<file path="config.mk">
export PLATFORM = sky130hd
export DESIGN_NAME = rv_core
export DESIGN_NICKNAME = d
export VERILOG_FILES = /design/src/rv_pkg.sv /design/src/rv_decoder.sv /design/src/rv_reg_file.sv /design/src/rv_exec.sv /design/src/rv_pc.sv /design/src/rv_core.sv
export SDC_FILE = /design/constraint.sdc
export NUM_CORES = 2
export LEC_CHECK = 0
export BUFFER_PORTS_ARGS = -buffer_cell sky130_fd_sc_hd__buf_2
export CORE_MARGIN = 2
export CORE_UTILIZATION = 40
export CTS_CLUSTER_SIZE = 14
export DETAILED_ROUTE_END_ITERATION = 10
export PLACE_DENSITY = 0.61
export RECOVER_POWER = 25
export SLEW_MARGIN = 20
export SYNTH_ARGS = -nofsm -noshare
export SYNTH_HDL_FRONTEND = slang
export SYNTH_SLANG_ARGS = --single-unit
</file>
<file path="constraint.sdc">
create_clock -name clk -period 9.9 [get_ports clk]
set_input_delay 0.495 -clock clk [delete_from_list [all_inputs] [get_ports clk]]
set_output_delay 0.495 -clock clk [all_outputs]
set_load 0.02 [all_outputs]
</file>
<file path="src/rv_pkg.sv">
`default_nettype none

package rv_pkg;

  localparam int xlen      = 32;  // data and address width
  localparam int reg_idx_w = 5;   // register index width
  localparam int num_regs  = 32;  // x0 included

  localparam logic [xlen-1:0] reset_pc    = 32'h0000_0000;
  localparam logic [xlen-1:0] ebreak_word = 32'h0010_0073;  // the only system word accepted

  // major opcodes of the instruction word, bits [6:0]
  typedef enum logic [6:0] {
    opc_reg    = 7'b0110011,
    opc_imm    = 7'b0010011,
    opc_lui    = 7'b0110111,
    opc_jal    = 7'b1101111,
    opc_jalr   = 7'b1100111,
    opc_branch = 7'b1100011,
    opc_system = 7'b1110011
  } opcode_e;

  // operations the core executes
  typedef enum logic [3:0] {
    op_add,
    op_sub,
    op_and,
    op_or,
    op_xor,
    op_slt,
    op_lui,
    op_jal,
    op_jalr,
    op_beq,
    op_bne,
    op_ebreak,
    op_illegal
  } op_e;

  typedef struct packed {
    op_e                  op;
    logic [reg_idx_w-1:0] rd;
    logic [reg_idx_w-1:0] rs1;
    logic [reg_idx_w-1:0] rs2;
    logic [xlen-1:0]      imm;        // sign-extended
    logic                 use_imm;    // second operand is imm
    logic                 writes_rd;
  } dec_t;

  typedef struct packed {
    logic [xlen-1:0] wdata;   // write-back value
    logic            taken;   // jump or branch taken
    logic [xlen-1:0] target;
  } exec_t;

  typedef struct packed {
    logic [xlen-1:0]      pc;
    logic [reg_idx_w-1:0] rd;
    logic [xlen-1:0]      wdata;
    logic                 wen;
  } retire_t;

endpackage

`default_nettype wire

</file>
<file path="src/rv_decoder.sv">
`default_nettype none
`timescale 1ns/10ps

module rv_decoder import rv_pkg::*; (
  input  logic [xlen-1:0] inst,
  output dec_t            dec
);

  opcode_e         opcode;
  logic [2:0]      funct3;
  logic [6:0]      funct7;
  logic [xlen-1:0] imm_i;
  logic [xlen-1:0] imm_u;
  logic [xlen-1:0] imm_j;
  logic [xlen-1:0] imm_b;

  assign opcode = opcode_e'(inst[6:0]);
  assign funct3 = inst[14:12];
  assign funct7 = inst[31:25];

  assign imm_i = {{20{inst[31]}}, inst[31:20]};
  assign imm_u = {inst[31:12], 12'b0};
  assign imm_j = {{12{inst[31]}}, inst[19:12], inst[20], inst[30:21], 1'b0};
  assign imm_b = {{20{inst[31]}}, inst[7], inst[30:25], inst[11:8], 1'b0};

  // funct3 to operation, shared by the register and immediate forms
  function automatic op_e arith_op(input logic [2:0] f3);
    op_e op;
    case (f3)
      3'b000:  op = op_add;
      3'b010:  op = op_slt;
      3'b100:  op = op_xor;
      3'b110:  op = op_or;
      3'b111:  op = op_and;
      default: op = op_illegal;  // shifts and sltu not supported
    endcase
    return op;
  endfunction

  always_comb begin
    dec     = '0;
    dec.rd  = inst[11:7];
    dec.rs1 = inst[19:15];
    dec.rs2 = inst[24:20];
    dec.op  = op_illegal;

    case (opcode)
      opc_reg: begin
        if (funct7 == 7'b0000000) begin
          dec.op = arith_op(funct3);
        end else if (funct7 == 7'b0100000 && funct3 == 3'b000) begin
          dec.op = op_sub;
        end
      end

      opc_imm: begin
        dec.op      = arith_op(funct3);
        dec.imm     = imm_i;
        dec.use_imm = 1'b1;
      end

      opc_lui: begin
        dec.op      = op_lui;
        dec.imm     = imm_u;
        dec.use_imm = 1'b1;
      end

      opc_jal: begin
        dec.op      = op_jal;
        dec.imm     = imm_j;
        dec.use_imm = 1'b1;
      end

      opc_jalr: begin
        if (funct3 == 3'b000) begin
          dec.op = op_jalr;
        end
        dec.imm     = imm_i;
        dec.use_imm = 1'b1;  // adder forms rs1 + imm
      end

      opc_branch: begin
        case (funct3)
          3'b000:  dec.op = op_beq;
          3'b001:  dec.op = op_bne;
          default: dec.op = op_illegal;
        endcase
        dec.imm = imm_b;     // compare uses rs2, so use_imm stays low
      end

      opc_system: begin
        if (inst == ebreak_word) begin
          dec.op = op_ebreak;
        end
      end

      default: begin
        dec.op = op_illegal;
      end
    endcase

    // branches, ebreak and illegal words leave the register file alone
    case (dec.op)
      op_beq, op_bne, op_ebreak, op_illegal: dec.writes_rd = 1'b0;
      default:                               dec.writes_rd = 1'b1;
    endcase
  end

endmodule

`default_nettype wire

</file>
<file path="src/rv_reg_file.sv">
`default_nettype none
`timescale 1ns/10ps

module rv_reg_file import rv_pkg::*; (
  input  logic                 clk,
  input  logic                 rst_n,
  input  logic [reg_idx_w-1:0] rs1,
  input  logic [reg_idx_w-1:0] rs2,
  output logic [xlen-1:0]      rdata_1,
  output logic [xlen-1:0]      rdata_2,
  input  logic                 wen,
  input  logic [reg_idx_w-1:0] rd,
  input  logic [xlen-1:0]      wdata
);

  logic [xlen-1:0] regs [1:num_regs-1];  // x0 has no storage

  // no bypass, a write shows up on the next cycle
  always_comb begin
    rdata_1 = '0;
    rdata_2 = '0;
    if (rs1 != '0) begin
      rdata_1 = regs[rs1];
    end
    if (rs2 != '0) begin
      rdata_2 = regs[rs2];
    end
  end

  always_ff @(posedge clk or negedge rst_n) begin
    if (!rst_n) begin
      for (int i = 1; i < num_regs; i++) begin
        regs[i] <= '0;
      end
    end else if (wen && rd != '0) begin
      regs[rd] <= wdata;
    end
  end

endmodule

`default_nettype wire

</file>
<file path="src/rv_exec.sv">
`default_nettype none
`timescale 1ns/10ps

module rv_exec import rv_pkg::*; (
  input  dec_t            dec,
  input  logic [xlen-1:0] rdata_1,
  input  logic [xlen-1:0] rdata_2,
  input  logic [xlen-1:0] pc,
  output exec_t           result
);

  logic [xlen-1:0] operand_2;
  logic [xlen-1:0] sum;
  logic [xlen-1:0] diff;
  logic [xlen-1:0] alu_out;
  logic [xlen-1:0] pc_plus_4;
  logic [xlen-1:0] pc_plus_imm;
  logic            less;
  logic            equal;

  assign operand_2 = dec.use_imm ? dec.imm : rdata_2;

  assign sum  = rdata_1 + operand_2;  // also the jalr target
  assign diff = rdata_1 - operand_2;
  assign less = $signed(rdata_1) < $signed(operand_2);

  assign equal = (rdata_1 == rdata_2);  // branches always compare two registers

  assign pc_plus_4   = pc + 32'd4;
  assign pc_plus_imm = pc + dec.imm;

  always_comb begin
    case (dec.op)
      op_add:          alu_out = sum;
      op_sub:          alu_out = diff;
      op_and:          alu_out = rdata_1 & operand_2;
      op_or:           alu_out = rdata_1 | operand_2;
      op_xor:          alu_out = rdata_1 ^ operand_2;
      op_slt:          alu_out = {{(xlen-1){1'b0}}, less};
      op_lui:          alu_out = dec.imm;
      op_jal, op_jalr: alu_out = pc_plus_4;  // link address
      default:         alu_out = '0;
    endcase
  end

  always_comb begin
    result.wdata = alu_out;

    case (dec.op)
      op_jal:  result.taken = 1'b1;
      op_jalr: result.taken = 1'b1;
      op_beq:  result.taken = equal;
      op_bne:  result.taken = !equal;
      default: result.taken = 1'b0;
    endcase

    if (dec.op == op_jalr) begin
      result.target = {sum[xlen-1:1], 1'b0};  // bit 0 cleared
    end else begin
      result.target = pc_plus_imm;
    end
  end

endmodule

`default_nettype wire

</file>
<file path="src/rv_pc.sv">
`default_nettype none
`timescale 1ns/10ps

module rv_pc import rv_pkg::*; (
  input  logic            clk,
  input  logic            rst_n,
  input  logic            advance,
  input  op_e             op,
  input  exec_t           result,
  output logic [xlen-1:0] current_pc,
  output logic [xlen-1:0] next_pc,
  output logic            halted,
  output logic            illegal
);

  assign next_pc = result.taken ? result.target : current_pc + 32'd4;

  always_ff @(posedge clk or negedge rst_n) begin
    if (!rst_n) begin
      current_pc <= reset_pc;
    end else if (advance) begin
      current_pc <= next_pc;
    end
  end

  // sticky status, cleared only by reset
  always_ff @(posedge clk or negedge rst_n) begin
    if (!rst_n) begin
      halted  <= 1'b0;
      illegal <= 1'b0;
    end else if (advance) begin
      if (op == op_ebreak) begin
        halted <= 1'b1;
      end
      if (op == op_illegal) begin
        halted  <= 1'b1;
        illegal <= 1'b1;
      end
    end
  end

endmodule

`default_nettype wire

</file>
<file path="src/rv_core.sv">
`default_nettype none
`timescale 1ns/10ps

module rv_core import rv_pkg::*; (
  input  logic            clk,
  input  logic            rst_n,
  input  logic [xlen-1:0] inst,
  input  logic            inst_valid,

  output logic [xlen-1:0] current_pc,
  output logic [xlen-1:0] next_pc,
  output logic            retire_valid,
  output retire_t         retire,
  output logic            halted,
  output logic            illegal
);

  dec_t            dec;
  exec_t           ex;
  logic [xlen-1:0] rdata_1;
  logic [xlen-1:0] rdata_2;
  logic            advance;
  logic            reg_wen;

  assign advance = inst_valid && !halted;  // strobes are dropped once halted
  assign reg_wen = advance && dec.writes_rd && (dec.rd != '0);

  rv_decoder u_decoder (
    .inst ( inst ),
    .dec  ( dec  )
  );

  // register reads run off the raw inst fields, beside the decoder
  rv_reg_file u_reg_file (
    .clk     ( clk          ),
    .rst_n   ( rst_n        ),
    .rs1     ( inst[19:15]  ),
    .rs2     ( inst[24:20]  ),
    .rdata_1 ( rdata_1      ),
    .rdata_2 ( rdata_2      ),
    .wen     ( reg_wen      ),
    .rd      ( dec.rd       ),
    .wdata   ( ex.wdata     )
  );

  rv_exec u_exec (
    .dec     ( dec        ),
    .rdata_1 ( rdata_1    ),
    .rdata_2 ( rdata_2    ),
    .pc      ( current_pc ),
    .result  ( ex         )
  );

  rv_pc u_pc (
    .clk        ( clk        ),
    .rst_n      ( rst_n      ),
    .advance    ( advance    ),
    .op         ( dec.op     ),
    .result     ( ex         ),
    .current_pc ( current_pc ),
    .next_pc    ( next_pc    ),
    .halted     ( halted     ),
    .illegal    ( illegal    )
  );

  always_ff @(posedge clk or negedge rst_n) begin
    if (!rst_n) begin
      retire_valid <= 1'b0;
    end else begin
      retire_valid <= advance;  // one pulse per accepted strobe
    end
  end

  always_ff @(posedge clk) begin
    if (advance) begin
      retire.pc    <= current_pc;
      retire.rd    <= dec.rd;
      retire.wdata <= ex.wdata;
      retire.wen   <= reg_wen;
    end
  end

endmodule

`default_nettype wire

</file>
==> run summary <==
Outcome = finished with violations
Failing checks = max-capacitance violations, max-slew violations
Kind of start point of the critical path = primary input
Synth Register Bits = 1097
Worst Path Max Fanout = 21
CTS clk-pin slew, worst paths = 0.06 ns
Power Dens Cells = 151 nW/um^2
Synth Instances = 6639
Final worst-path cycle share = 0.867
Initial antenna violation count = 18
Largest net degree at the start of global routing = 182
Core area = 161000 sq um
Uppermost layer routed = met5
Chip width = 407 um
Fill count = 15400
TritonCTS Buffers = 119
Delay-heaviest family, CP = compound AO/OA/AOI/OAI gates
Ports = 172
Type of the worst min-delay path = in2reg
Hold_ws = 0.173 ns
WP data required = 9.41 ns
Bufs and invs on worst path = 3
Critical Path Start = inst[24]
Layout area overhead = 10.9%
Crit Reg-Reg Startpoint = u_reg_file.regs[389]$_DFFE_PN0P_
H-Tree Level Count = 3
First-pass GRT wire length = 379 mm
Max-Cap Viols = 8
Pleak = 30.7 nW
Async set-reset flop share out of synthesis = 0.936
Most used DFF post-synth = dfrtp_1
Full die area = 165000 sq um
Met2 wire length = 112 mm
WP data arrival = 8.09 ns
Worst-Margin Slew = 4.51 ns
Routed WL = 263 mm
Tmin final = 8.59 ns
Via count = 55500
Hold path depth = 1
Total congestion overflow = 0
Crit-path cells = buf_2 -> nor2_1 -> o21ai_2 -> buf_4 -> o32ai_1 -> a211oi_1 -> o21ai_0 -> ha_1 -> a2111oi_0 -> nor3b_1 -> nor2_1 -> o22ai_1 -> o41ai_1 -> o21a_1 -> o21ai_0 -> xnor2_1 -> mux2i_1 -> mux2_2 -> buf_2
Endpoint class of the critical path = output port
Net Count, Synth = 6806
Layout cell share with drive strength beyond 1 = 0.153
Hold wc startpoint = inst[7]
Cell row count = 147
Slew HR = -2.00
Worst Skew = 0.0912 ns
Cells on worst reg2reg path = 18
Final Util = 0.447
Drt pass-1 iters = 6
Clock root buffer = clkbuf_16
Worst r2r dst = u_reg_file.regs[415]$_DFFE_PN0P_
Die Ht = 407 um
Setup_tns = 0 ns
CP peak stage delay = 0.99 ns
Hold EP = retire[33]$_DFFE_PP_
Max Buffers Root-to-Sink = 3
Worst-Skew Late Latency = 0.80 ns
Clock sink count = 1097
Unrepaired setup endpoints after global routing = no
CTS tree = done
Drt wl/cell = 29.9 um
Gr usage total = 0.314
1st-iter DRT viols = 7678
Number of global-route vias before repair = 53200
CP Class = in2out
Cell area after synthesis = 64900 sq um
Most frequent cells in the layout = 1081 x nand2_1, 1027 x dfrtp_1, 808 x o21ai_0
Reg2Reg Setup Slack = 2.39 ns
Vias/cell = 6.32
Yosys warnings = 0
Starting density of the core = 0.403
Max Fclk = 116 MHz
Number of flops mapped to enable cells by yosys = 70
Layout Nets = 6684
Commonest non-fill, non-tap cell in the layout = nand2_1
Synth unique cells = 92
Met1 WL = 107 mm
Detailed placement HPWL = 172 mm
Final setup vio count = 0
Final Hold Viols = 0
IO buf count = 171
Worst vdd rail ir drop = 0.158 mV
Placer Congestion = 0.978
Seq/Total Area, Yosys = 0.429
Post-route antenna net violation count = 0
Syn_area_per_cell = 9.77 sq um
Final Max Slew Viols = 514
Slowest cell on the critical path = a211oi_1
DR WL met3 = 28.7 mm
Residual DRC = 0
## Yosys cell counts, types with 17 or more instances
library cell / number / area [sq um]
nand2_1: 1112 / 4170
dfrtp_1: 1027 / 25700
o21ai_0: 809 / 4050
clkbuf_1: 385 / 1450
nor2_1: 347 / 1300
mux2i_1: 331 / 3310
a21oi_1: 326 / 1630
mux4_2: 304 / 6850
inv_1: 152 / 571
mux2_2: 147 / 1660
buf_2: 145 / 726
ha_1: 129 / 1610
o21ai_1: 116 / 581
a22oi_1: 110 / 826
nand3_1: 90 / 450
xnor2_1: 75 / 657
edfxtp_1: 70 / 2100
a221oi_1: 66 / 578
nor3_1: 50 / 250
a211oi_1: 49 / 368
o22ai_1: 49 / 307
buf_4: 47 / 353
nor2b_1: 42 / 263
a21o_1: 40 / 300
xor2_1: 40 / 350
o31ai_1: 38 / 285
o211ai_1: 36 / 270
nand2b_1: 34 / 213
and3_1: 33 / 206
o21a_1: 31 / 233
nand4_1: 24 / 150
and2_1: 23 / 144
nor4_1: 23 / 144
a22o_1: 21 / 184
a221o_1: 20 / 200
a31oi_1: 20 / 125
buf_1: 19 / 71.3
a211o_1: 17 / 149
o221ai_1: 17 / 149
## repair_timing
| action | in CTS | in global routing |
|---|---|---|
| endpoints found under the setup margin | 0 | 0 |
| setup buffers | 0 | 0 |
| gates resized for setup | 0 | 0 |
| hold buffers | 2 | 0 |
| endpoints found under the hold margin | 75 | 0 |
## per-layer routing
layer | vias to the layer above | global-route usage
li1 | 23800 | -
met2 | 3261 | 0.457
met4 | 20 | 0.160
met5 | - | 0
met1 | 27700 | 0.431
met3 | 735 | 0.0822
## cells by family (layout without fill, tap and decap cells)
| logic type | after synthesis | count (layout) | synth area share |
|---|---|---|---|
| fa+ha+maj | 132 | 132 | 0.0258 |
| other cells | 0 | 12 | 0 |
| compound gates | 1881 | 1881 | 0.174 |
| mux | 784 | 784 | 0.183 |
| simple gates | 1879 | 1879 | 0.125 |
| buf+inv | 751 | 732 | 0.0490 |
| xor+xnor | 115 | 115 | 0.0155 |
| flops | 1097 | 1097 | 0.429 |
## final cells by class
class                           instances  area (sq um)  share of cell area
Clock inverter                         55           688             0.00957
Antenna cell                           12          30.0            0.000418
Clock buffer                          169          3460              0.0481
Timing Repair Buffer                  353          2250              0.0313
Inverter                              155           584             0.00812
Tap cell                             2160          2700              0.0376
Multi-Input combinational cell       4791         34400               0.478
Sequential cell                      1097         27800               0.387
## per-stage QoR
step                      setup WS [ns]  area, sq um  power (mW)  std cells
after floorplan                    3.43        64900        5.50       6639
after global placement             1.67        67800        6.14       8550
after detailed placement           1.57        67800        6.15       8550
after CTS                          1.64        72000        10.8       8776
after global routing               1.06        71900        11.1       8783
final                              1.31        71900        10.9       8792
## where the power goes
group          internal, mW  leakage, nW  switching, mW
registers              4.54         14.9         0.0356
logic                 0.420         13.8           1.12
clock network          2.75         2.04           1.99
total                  7.71         30.7           3.15
## worst max-delay path by stage
stage                                  endpoint  slack [ns]  cells past startpoint
2_1_floorplan              retire[32]$_DFFE_PP_        3.43                     23
3_3_place_gp               retire[32]$_DFFE_PP_        1.67                     21
3_5_place_dp               retire[32]$_DFFE_PP_        1.57                     21
4_1_cts                             next_pc[31]        1.64                     20
5_1_grt        u_reg_file.regs[298]$_DFFE_PN0P_        1.06                      4
6_report                            next_pc[31]        1.31                     19
## flip-flops by register name (all words and copies together) (netlist names)
register	flops
u_reg_file.regs	992
u_pc.current_pc	32
retire_valid	1
u_pc.illegal	1
u_pc.halted	1
retire	70
## worst reg2reg max path, cell delays in order, from the launching register on
cell       delay (ns)
dfrtp_1          0.39
mux4_2           0.47
mux2i_1          0.33
o32ai_1          0.23
a211oi_1         0.99
o21ai_0          0.27
ha_1             0.36
a2111oi_0        0.80
nor3b_1          0.20
nor2_1           0.47
o22ai_1          0.23
o41ai_1          0.83
o21a_1           0.33
o21ai_0          0.14
xnor2_1          0.29
o22ai_1          0.16
a211oi_4         0.25
buf_4            0.40
o21ai_0          0.17
No activity file was read; power rests on OpenSTA's default activity.
